===== src/design/blit_fifo_pkg.sv =====
package blit_fifo_pkg;

    // One pushed or popped bus word
    typedef logic [31:0] word_t;

    // Pixel formats held in the rings
    typedef logic [7:0]  pix8_t;
    typedef logic [15:0] pix16_t;

    // Pixels moved by one push or pop, 0 to 4
    typedef logic [2:0] count_t;

    // Pixels held or free, 0 to 8
    typedef logic [3:0] level_t;

    // Color mode of the blitter
    typedef enum logic {
        MODE_8BPP  = 1'b0,
        MODE_16BPP = 1'b1
    } color_mode_t;

    // Ring depths in pixels, both powers of two
    localparam int DEPTH_8  = 8;
    localparam int DEPTH_16 = 4;

endpackage

===== src/design/blit_fifo.sv =====
module blit_fifo import blit_fifo_pkg::*; #(
    parameter int DEPTH8  = DEPTH_8,
    parameter int DEPTH16 = DEPTH_16
) (
    input  logic        CLK,
    input  logic        RESET_n,
    input  logic        clk_en,
    input  color_mode_t color_mode,
    input  logic        clear,
    input  logic        enqueue,
    input  count_t      enqueue_count,
    input  word_t       enqueue_data,
    input  logic        dequeue,
    input  count_t      dequeue_count,
    output word_t       dequeue_data8,
    output word_t       dequeue_data16,
    output level_t      avail_count,
    output level_t      free_count
);

    localparam int LANES8   = $bits(word_t) / $bits(pix8_t);
    localparam int LANES16  = $bits(word_t) / $bits(pix16_t);
    localparam int SLOT8_W  = $clog2(DEPTH8);
    localparam int SLOT16_W = $clog2(DEPTH16);

    logic                enq_take;
    logic                deq_take;
    logic                write_strobe;
    count_t              write_count;
    logic [LANES8-1:0]   lane_en;
    pix8_t               lanes8 [LANES8];
    pix16_t              lanes16 [LANES16];
    logic [SLOT8_W-1:0]  read_slot8 [LANES8];
    logic [SLOT16_W-1:0] read_slot16 [LANES16];
    pix8_t               read_pixel8 [LANES8];
    pix16_t              read_pixel16 [LANES16];

    blit_fifo_level #(
        .DEPTH8  (DEPTH8),
        .DEPTH16 (DEPTH16)
    ) u_level (
        .CLK           (CLK),
        .RESET_n       (RESET_n),
        .clk_en        (clk_en),
        .clear         (clear),
        .color_mode    (color_mode),
        .enqueue       (enqueue),
        .enqueue_count (enqueue_count),
        .dequeue       (dequeue),
        .dequeue_count (dequeue_count),
        .enq_take      (enq_take),
        .deq_take      (deq_take),
        .avail_count   (avail_count),
        .free_count    (free_count)
    );

    blit_enqueue_unpack u_unpack (
        .CLK           (CLK),
        .RESET_n       (RESET_n),
        .enq_take      (enq_take),
        .enqueue_count (enqueue_count),
        .enqueue_data  (enqueue_data),
        .write_strobe  (write_strobe),
        .write_count   (write_count),
        .lane_en       (lane_en),
        .lanes8        (lanes8),
        .lanes16       (lanes16)
    );

    blit_pixel_ring #(
        .pixel_t (pix8_t),
        .DEPTH   (DEPTH8)
    ) u_ring8 (
        .CLK          (CLK),
        .RESET_n      (RESET_n),
        .clear        (clear),
        .write_strobe (write_strobe),
        .write_count  (write_count),
        .lane_en      (lane_en),
        .lanes        (lanes8),
        .read_slot    (read_slot8),
        .read_pixel   (read_pixel8)
    );

    // 16 bpp ring only sees the two upper lane enables
    blit_pixel_ring #(
        .pixel_t (pix16_t),
        .DEPTH   (DEPTH16)
    ) u_ring16 (
        .CLK          (CLK),
        .RESET_n      (RESET_n),
        .clear        (clear),
        .write_strobe (write_strobe),
        .write_count  (write_count),
        .lane_en      (lane_en[LANES16-1:0]),
        .lanes        (lanes16),
        .read_slot    (read_slot16),
        .read_pixel   (read_pixel16)
    );

    blit_dequeue_pack #(
        .DEPTH8  (DEPTH8),
        .DEPTH16 (DEPTH16)
    ) u_pack (
        .CLK            (CLK),
        .RESET_n        (RESET_n),
        .clear          (clear),
        .deq_take       (deq_take),
        .dequeue_count  (dequeue_count),
        .read_pixel8    (read_pixel8),
        .read_pixel16   (read_pixel16),
        .read_slot8     (read_slot8),
        .read_slot16    (read_slot16),
        .dequeue_data8  (dequeue_data8),
        .dequeue_data16 (dequeue_data16)
    );

endmodule


===== src/design/blit_dequeue_pack.sv =====
module blit_dequeue_pack import blit_fifo_pkg::*; #(
    parameter int  DEPTH8   = DEPTH_8,
    parameter int  DEPTH16  = DEPTH_16,
    localparam int LANES8   = $bits(word_t) / $bits(pix8_t),
    localparam int LANES16  = $bits(word_t) / $bits(pix16_t),
    localparam int SLOT8_W  = $clog2(DEPTH8),
    localparam int SLOT16_W = $clog2(DEPTH16)
) (
    input  logic                CLK,
    input  logic                RESET_n,
    input  logic                clear,
    input  logic                deq_take,
    input  count_t              dequeue_count,
    input  pix8_t               read_pixel8 [LANES8],
    input  pix16_t              read_pixel16 [LANES16],
    output logic [SLOT8_W-1:0]  read_slot8 [LANES8],
    output logic [SLOT16_W-1:0] read_slot16 [LANES16],
    output word_t               dequeue_data8,
    output word_t               dequeue_data16
);

    localparam int P8_W  = $bits(pix8_t);
    localparam int P16_W = $bits(pix16_t);
    localparam int TOP   = $bits(word_t) - 1;

    logic [SLOT8_W-1:0]  step8;
    logic [SLOT16_W-1:0] step16;

    // Power of two depths, truncation wraps the step
    assign step8  = dequeue_count[SLOT8_W-1:0];
    assign step16 = dequeue_count[SLOT16_W-1:0];

    // Read offsets double as the slot addresses into the rings
    always_ff @(posedge CLK or negedge RESET_n) begin
        if (!RESET_n) begin
            for (int i = 0; i < LANES8; i++) begin
                read_slot8[i] <= SLOT8_W'(i);
            end
            for (int i = 0; i < LANES16; i++) begin
                read_slot16[i] <= SLOT16_W'(i);
            end
        end else if (clear) begin
            for (int i = 0; i < LANES8; i++) begin
                read_slot8[i] <= SLOT8_W'(i);
            end
            for (int i = 0; i < LANES16; i++) begin
                read_slot16[i] <= SLOT16_W'(i);
            end
        end else if (deq_take) begin
            for (int i = 0; i < LANES8; i++) begin
                read_slot8[i] <= read_slot8[i] + step8;
            end
            for (int i = 0; i < LANES16; i++) begin
                read_slot16[i] <= read_slot16[i] + step16;
            end
        end
    end

    // Both words are packed on every pop; the mode picks which one matters
    // Clear leaves them alone
    always_ff @(posedge CLK or negedge RESET_n) begin
        if (!RESET_n) begin
            dequeue_data8  <= '0;
            dequeue_data16 <= '0;
        end else if (deq_take) begin
            for (int i = 0; i < LANES8; i++) begin
                dequeue_data8[TOP - i * P8_W -: P8_W] <= read_pixel8[i];
            end
            for (int i = 0; i < LANES16; i++) begin
                dequeue_data16[TOP - i * P16_W -: P16_W] <= read_pixel16[i];
            end
        end
    end

endmodule


===== src/design/blit_pixel_ring.sv =====
module blit_pixel_ring import blit_fifo_pkg::*; #(
    parameter type pixel_t = pix8_t,
    parameter int  DEPTH   = DEPTH_8,
    localparam int LANES   = $bits(word_t) / $bits(pixel_t),
    localparam int SLOT_W  = $clog2(DEPTH)
) (
    input  logic              CLK,
    input  logic              RESET_n,
    input  logic              clear,
    input  logic              write_strobe,
    input  count_t            write_count,
    input  logic [LANES-1:0]  lane_en,
    input  pixel_t            lanes [LANES],
    input  logic [SLOT_W-1:0] read_slot [LANES],
    output pixel_t            read_pixel [LANES]
);

    pixel_t            slots [DEPTH];
    logic [SLOT_W-1:0] wr_off [LANES];
    logic [SLOT_W-1:0] step;

    // Depth is a power of two, so the truncated count is the step mod DEPTH
    assign step = write_count[SLOT_W-1:0];

    // One write offset per lane, spaced by the lane number
    always_ff @(posedge CLK or negedge RESET_n) begin
        if (!RESET_n) begin
            for (int i = 0; i < LANES; i++) begin
                wr_off[i] <= SLOT_W'(i);
            end
        end else if (clear) begin
            for (int i = 0; i < LANES; i++) begin
                wr_off[i] <= SLOT_W'(i);
            end
        end else if (write_strobe) begin
            for (int i = 0; i < LANES; i++) begin
                wr_off[i] <= wr_off[i] + step;
            end
        end
    end

    // Enabled lanes land in distinct slots, offsets never collide
    always_ff @(posedge CLK) begin
        for (int i = 0; i < LANES; i++) begin
            if (lane_en[i]) begin
                slots[wr_off[i]] <= lanes[i];
            end
        end
    end

    // Read side is plain muxing
    for (genvar g = 0; g < LANES; g++) begin : g_read
        assign read_pixel[g] = slots[read_slot[g]];
    end

endmodule


===== src/design/blit_enqueue_unpack.sv =====
module blit_enqueue_unpack import blit_fifo_pkg::*; #(
    localparam int LANES8  = $bits(word_t) / $bits(pix8_t),
    localparam int LANES16 = $bits(word_t) / $bits(pix16_t)
) (
    input  logic              CLK,
    input  logic              RESET_n,
    input  logic              enq_take,
    input  count_t            enqueue_count,
    input  word_t             enqueue_data,
    output logic              write_strobe,
    output count_t            write_count,
    output logic [LANES8-1:0] lane_en,
    output pix8_t             lanes8 [LANES8],
    output pix16_t            lanes16 [LANES16]
);

    word_t word_q;

    // Word is captured with the strobe
    always_ff @(posedge CLK) begin
        if (enq_take) begin
            word_q <= enqueue_data;
        end
    end

    always_ff @(posedge CLK or negedge RESET_n) begin
        if (!RESET_n) begin
            write_strobe <= 1'b0;
            write_count  <= '0;
        end else begin
            write_strobe <= enq_take;
            if (enq_take) begin
                write_count <= enqueue_count;
            end
        end
    end

    // Lane i carries a pixel only when it is below the count
    always_ff @(posedge CLK or negedge RESET_n) begin
        if (!RESET_n) begin
            lane_en <= '0;
        end else begin
            for (int i = 0; i < LANES8; i++) begin
                lane_en[i] <= enq_take && (enqueue_count > count_t'(i));
            end
        end
    end

    // Lane 0 is the most significant slice of the word
    for (genvar g = 0; g < LANES8; g++) begin : g_lane8
        assign lanes8[g] = word_q[$bits(word_t) - 1 - g * $bits(pix8_t) -: $bits(pix8_t)];
    end

    for (genvar g = 0; g < LANES16; g++) begin : g_lane16
        assign lanes16[g] = word_q[$bits(word_t) - 1 - g * $bits(pix16_t) -: $bits(pix16_t)];
    end

endmodule


===== src/design/blit_fifo_level.sv =====
module blit_fifo_level import blit_fifo_pkg::*; #(
    parameter int DEPTH8  = DEPTH_8,
    parameter int DEPTH16 = DEPTH_16
) (
    input  logic        CLK,
    input  logic        RESET_n,
    input  logic        clk_en,
    input  logic        clear,
    input  color_mode_t color_mode,
    input  logic        enqueue,
    input  count_t      enqueue_count,
    input  logic        dequeue,
    input  count_t      dequeue_count,
    output logic        enq_take,
    output logic        deq_take,
    output level_t      avail_count,
    output level_t      free_count
);

    count_t enq_add;
    count_t deq_sub;
    level_t depth_sel;

    // Strobes only count while the clock enable is high
    assign enq_take = enqueue && clk_en;
    assign deq_take = dequeue && clk_en;

    assign enq_add = enq_take ? enqueue_count : '0;
    assign deq_sub = deq_take ? dequeue_count : '0;

    assign depth_sel = (color_mode == MODE_16BPP) ? level_t'(DEPTH16) : level_t'(DEPTH8);

    // Pixels held, moves on the strobe edge
    always_ff @(posedge CLK or negedge RESET_n) begin
        if (!RESET_n) begin
            avail_count <= '0;
        end else if (clear) begin
            avail_count <= '0;
        end else begin
            avail_count <= avail_count + level_t'(enq_add) - level_t'(deq_sub);
        end
    end

    // Free space trails the held count by one edge
    always_ff @(posedge CLK or negedge RESET_n) begin
        if (!RESET_n) begin
            free_count <= '0;
        end else if (clear) begin
            free_count <= '0;
        end else begin
            free_count <= depth_sel - avail_count;
        end
    end

endmodule


===== config.mk =====
export PLATFORM = sky130hd
export DESIGN_NAME = blit_fifo
export DESIGN_NICKNAME = d
export VERILOG_FILES = /design/src/design/blit_fifo_pkg.sv /design/src/design/blit_fifo.sv /design/src/design/blit_dequeue_pack.sv /design/src/design/blit_pixel_ring.sv /design/src/design/blit_enqueue_unpack.sv /design/src/design/blit_fifo_level.sv
export SDC_FILE = /design/constraint.sdc
export NUM_CORES = 1
export LEC_CHECK = 0
export BUFFER_PORTS_ARGS = -buffer_cell sky130_fd_sc_hd__buf_2
export CAP_MARGIN = 20
export CORE_MARGIN = 2
export CORE_UTILIZATION = 53
export CTS_CLUSTER_DIAMETER = 150
export DETAILED_ROUTE_END_ITERATION = 10
export PLACE_DENSITY_LB_ADDON = 0.1
export SKIP_LAST_GASP = 1
export SYNTH_ARGS = -nofsm -noshare
export SYNTH_HDL_FRONTEND = slang
export SYNTH_SLANG_ARGS = --single-unit

===== constraint.sdc =====
create_clock -name CLK -period 2.95 [get_ports CLK]
set_clock_uncertainty 0.1 [all_clocks]
set_input_delay 0.1475 -clock CLK [delete_from_list [all_inputs] [get_ports CLK]]
set_output_delay 0.1475 -clock CLK [all_outputs]
set_load 0.01 [all_outputs]

==> results.toml <==
[timing]
fin_hold_ws_ps = 21.3
tightest_slew_ps = 1020
final.setup.tns_ps = 0
period_share = 0.840
finalCriticalPeriod_ps = 2480
drv_slew = 0
setup_ws_ps = 473
hold_viol = 0
relSlewSlack = 0.318
setup-violations-final = 0
max_freq_ghz = 0.404
rsz0062_at_grt = "no"

[floorplan]
initial_utilization = 0.538
die_w_um = 178
std_cell_rows = 63
ios = 117
die-area_um2 = 31600
coreArea_um2 = 29700
die-height_um = 178

[clock_tree]
cts_sinks = 272
postCtsSetupRepairBufs = 0
numCtsBuffers = 30
clk_pin_slew_ps = 60
cts_tree = "yes"
cts_max_path_buffers = 3
h-tree-depth = 1
insertion_delay_ps = 570
clockRootBuffer = "clkbuf_16"

[critical_path]
worstPathCellList = "nand4bb_1, mux2_2, mux2i_1, o21ai_0"
reg2reg_slack_ps = 470
cp-end-kind = "register"
crit_path_start_kind = "register"
crit_path_start = "u_unpack.lane_en[1]"
critical_path_class = "register to register"
crit_arrival_ps = 2640
regToRegStartpoint = "u_unpack.lane_en[1]"
crit_end = "u_ring8.slots[4][2]"
worst_path_max_delay_cell = "dfrtp_1"
cp_max_fo = 20
r2r_cells = 4
r2r_end = "u_ring8.slots[4][2]"
cp.required_ps = 3120
max_stage_delay_ps = 900

[synthesis]
yosys-top-cells-area = "edfxtp_1 30%, dfrtp_1 16%, mux2i_1 10%"
ys_ff_latch = 272
yosysTopAreaCellShare = 0.300
synth_warnings = 0
synth_area_leader_cell = "edfxtp_1"
synth_flop_cell = "edfxtp_1"
ys_types = 61
yosysMostFrequentCell = "nand2_1"
yosysSeqAreaShare = 0.476
synthArstFlopShare = 0.412
syn-num-nets = 1537
synth_edf_count = 160
syn_area_um2 = 16000
avgSynthCellArea_um2 = 10.9
ys_top_cells_by_count = "283 x nand2_1, 166 x mux2i_1, 160 x edfxtp_1, 102 x dfrtp_1, 88 x mux2_2"
syn_inst = 1463

[drt]
ant_nets = 0
finalWirelength_um = 47200
drt_first_iter_violations = 1424
route.detailed.drc = 0
first_pass_iters = 6
vias = 12100
vias_per_cell = 6.15
post_drt_wl_per_cell_um = 24.0

[power]
power_density_nw_per_um2 = 579
p_leak_nw = 7.77
p_int_w = 0.00748
p_seq_frac = 0.463
p_sw_frac = 0.290
p_sw_w = 0.00305
pwr-share-comb = 0.168
vdd_drop_max_v = 0.000419
p_clk_frac = 0.369

[global_routing]
grt_pass1_wl_um = 72000
track_usage = 0.303
grt_max_degree = 89
overflow = 0
antenna_found_initial = 0
grt_pass1_vias = 11700

[place]
io_buffer_count = 116
placed_area_um2 = 16700
hpwl_um = 32800
preCtsSetupSlack_ps = 538
gp_congestion = 0.953
dp.cells = 1868

[final_layout]
nets = 1629
area_growth_pct = 13.6
multi_input_area_um2 = 7740
postLayoutCellArea_um2 = 18200
diodes = 0
finalNonFillerCells = 1969
drive_gt1_frac = 0.217
n_fill_cell = 2432
regArea_um2 = 7620

[outcome]
status = "finished clean"

[flow_run]
cap_violations = 0

[min_path]
hold_path.class = "primary input to register"
## cell type report
cell class              count  area share
multi-input cells        1046       0.426
clock inverters            24      0.0147
flip-flops and latches    272       0.419
repair buffers            186      0.0679
inverters                  19     0.00392
clock buffers              32      0.0417
well taps                 390      0.0269
## state kept, by name (all words and copies together) (netlist names)
register	flops
u_pack.dequeue_data8	32
u_unpack.lane_en	4
u_ring16.wr_off	4
u_pack.dequeue_data16	32
u_pack.read_slot8	12
u_pack.read_slot16	4
u_unpack.write_count	3
u_level.free_count	4
u_unpack.lanes16	32
u_ring8.wr_off	12
u_unpack.write_strobe	1
u_ring8.slots	64
u_level.avail_count	4
u_ring16.slots	64
## kinds of logic (layout without fill, tap and decap cells)
kind of cell	Yosys count	count (layout)	synth area share
adder cells (fa/ha/maj)	29	29	0.0278
flip-flops	272	272	0.476
AO/OA/AOI/OAI	224	224	0.0887
multiplexers	286	286	0.211
AND/OR/NAND/NOR	483	483	0.143
XOR/XNOR	24	24	0.0131
buffers and inverters	145	261	0.0405
## per-stage QoR
stage          utilization  power [W]
6_report             0.612     0.0105
4_1_cts              0.612     0.0106
2_1_floorplan            -    0.00597
3_5_place_dp         0.562    0.00664
5_1_grt              0.612     0.0110
3_3_place_gp         0.562    0.00661
## critical path, delay by kind of cell (launching register included)
family / cells / cell delay [ps]
AO/OA/AOI/OAI: 1 / 120
flip-flops: 1 / 900
multiplexers: 2 / 540
AND/OR/NAND/NOR: 1 / 510
## how the worst min path moves through the flow
| stage | slack (ps) | startpoint | depth (start not counted) | to |
|---|---|---|---|---|
| 2_1_floorplan | -250 | RESET_n | 0 | u_level.avail_count[0] |
| 3_3_place_gp | 110 | RESET_n | 1 | u_pack.read_slot8[10] |
| 3_5_place_dp | 110 | RESET_n | 1 | u_pack.read_slot8[10] |
| 4_1_cts | 20 | dequeue_count[1] | 4 | u_pack.read_slot8[7] |
| 5_1_grt | 50 | dequeue_count[2] | 4 | u_pack.read_slot8[5] |
| 6_report | 20 | dequeue_count[1] | 4 | u_pack.read_slot8[7] |
## power groups by stage
stage	clock (W)	sequential [W]	combinational [W]
after floorplan	0	0.00476	0.00121
after global placement	0	0.00492	0.00169
after detailed placement	0	0.00493	0.00171
after CTS	0.00394	0.00486	0.00176
after global routing	0.00408	0.00491	0.00197
final	0.00389	0.00487	0.00177
## what timing repair did
| item | CTS | global route |
|---|---|---|
| resized for setup | 0 | 0 |
| hold buffers | 45 | 0 |
| hold endpoints to repair | 87 | 0 |
## cell usage in the layout, fill, tap and decap left out, types with 7 or more instances in the layout
| cell | netlist | layout |
|---|---|---|
| mux2_2 | 88 | 88 |
| dlygate4sd3_1 | 0 | 45 |
| nand2b_1 | 10 | 10 |
| clkbuf_16 | 0 | 30 |
| ha_1 | 18 | 18 |
| or3_1 | 8 | 8 |
| dfstp_2 | 10 | 10 |
| and3_1 | 23 | 23 |
| buf_4 | 7 | 25 |
| dfrtp_1 | 102 | 102 |
| a21oi_1 | 37 | 37 |
| and2_1 | 8 | 7 |
| xnor2_1 | 12 | 12 |
| a22oi_1 | 64 | 64 |
| o221ai_1 | 7 | 7 |
| mux4_2 | 32 | 32 |
| xor2_1 | 12 | 12 |
| nor2b_1 | 22 | 22 |
| edfxtp_1 | 160 | 160 |
| inv_1 | 19 | 19 |
| a21o_1 | 11 | 11 |
| o21ai_0 | 48 | 47 |
| o22ai_1 | 8 | 8 |
| nor2_1 | 46 | 46 |
| nand3_1 | 45 | 45 |
| o21ai_1 | 23 | 24 |
| fa_1 | 11 | 11 |
| mux2i_1 | 166 | 166 |
| buf_2 | 41 | 115 |
| a31oi_1 | 7 | 7 |
| nand2_1 | 283 | 282 |
## routing by layer
metal,wire length [µm],share of wire,global-route usage,up-vias
met3,4350,0.092,0.0484,137
met4,2250,0.048,0.130,0
li1,-,-,-,5486
met2,20300,0.43,0.449,662
met5,0,0,0,-
met1,20300,0.43,0.441,5822
(Power assumes the default switching activity.)
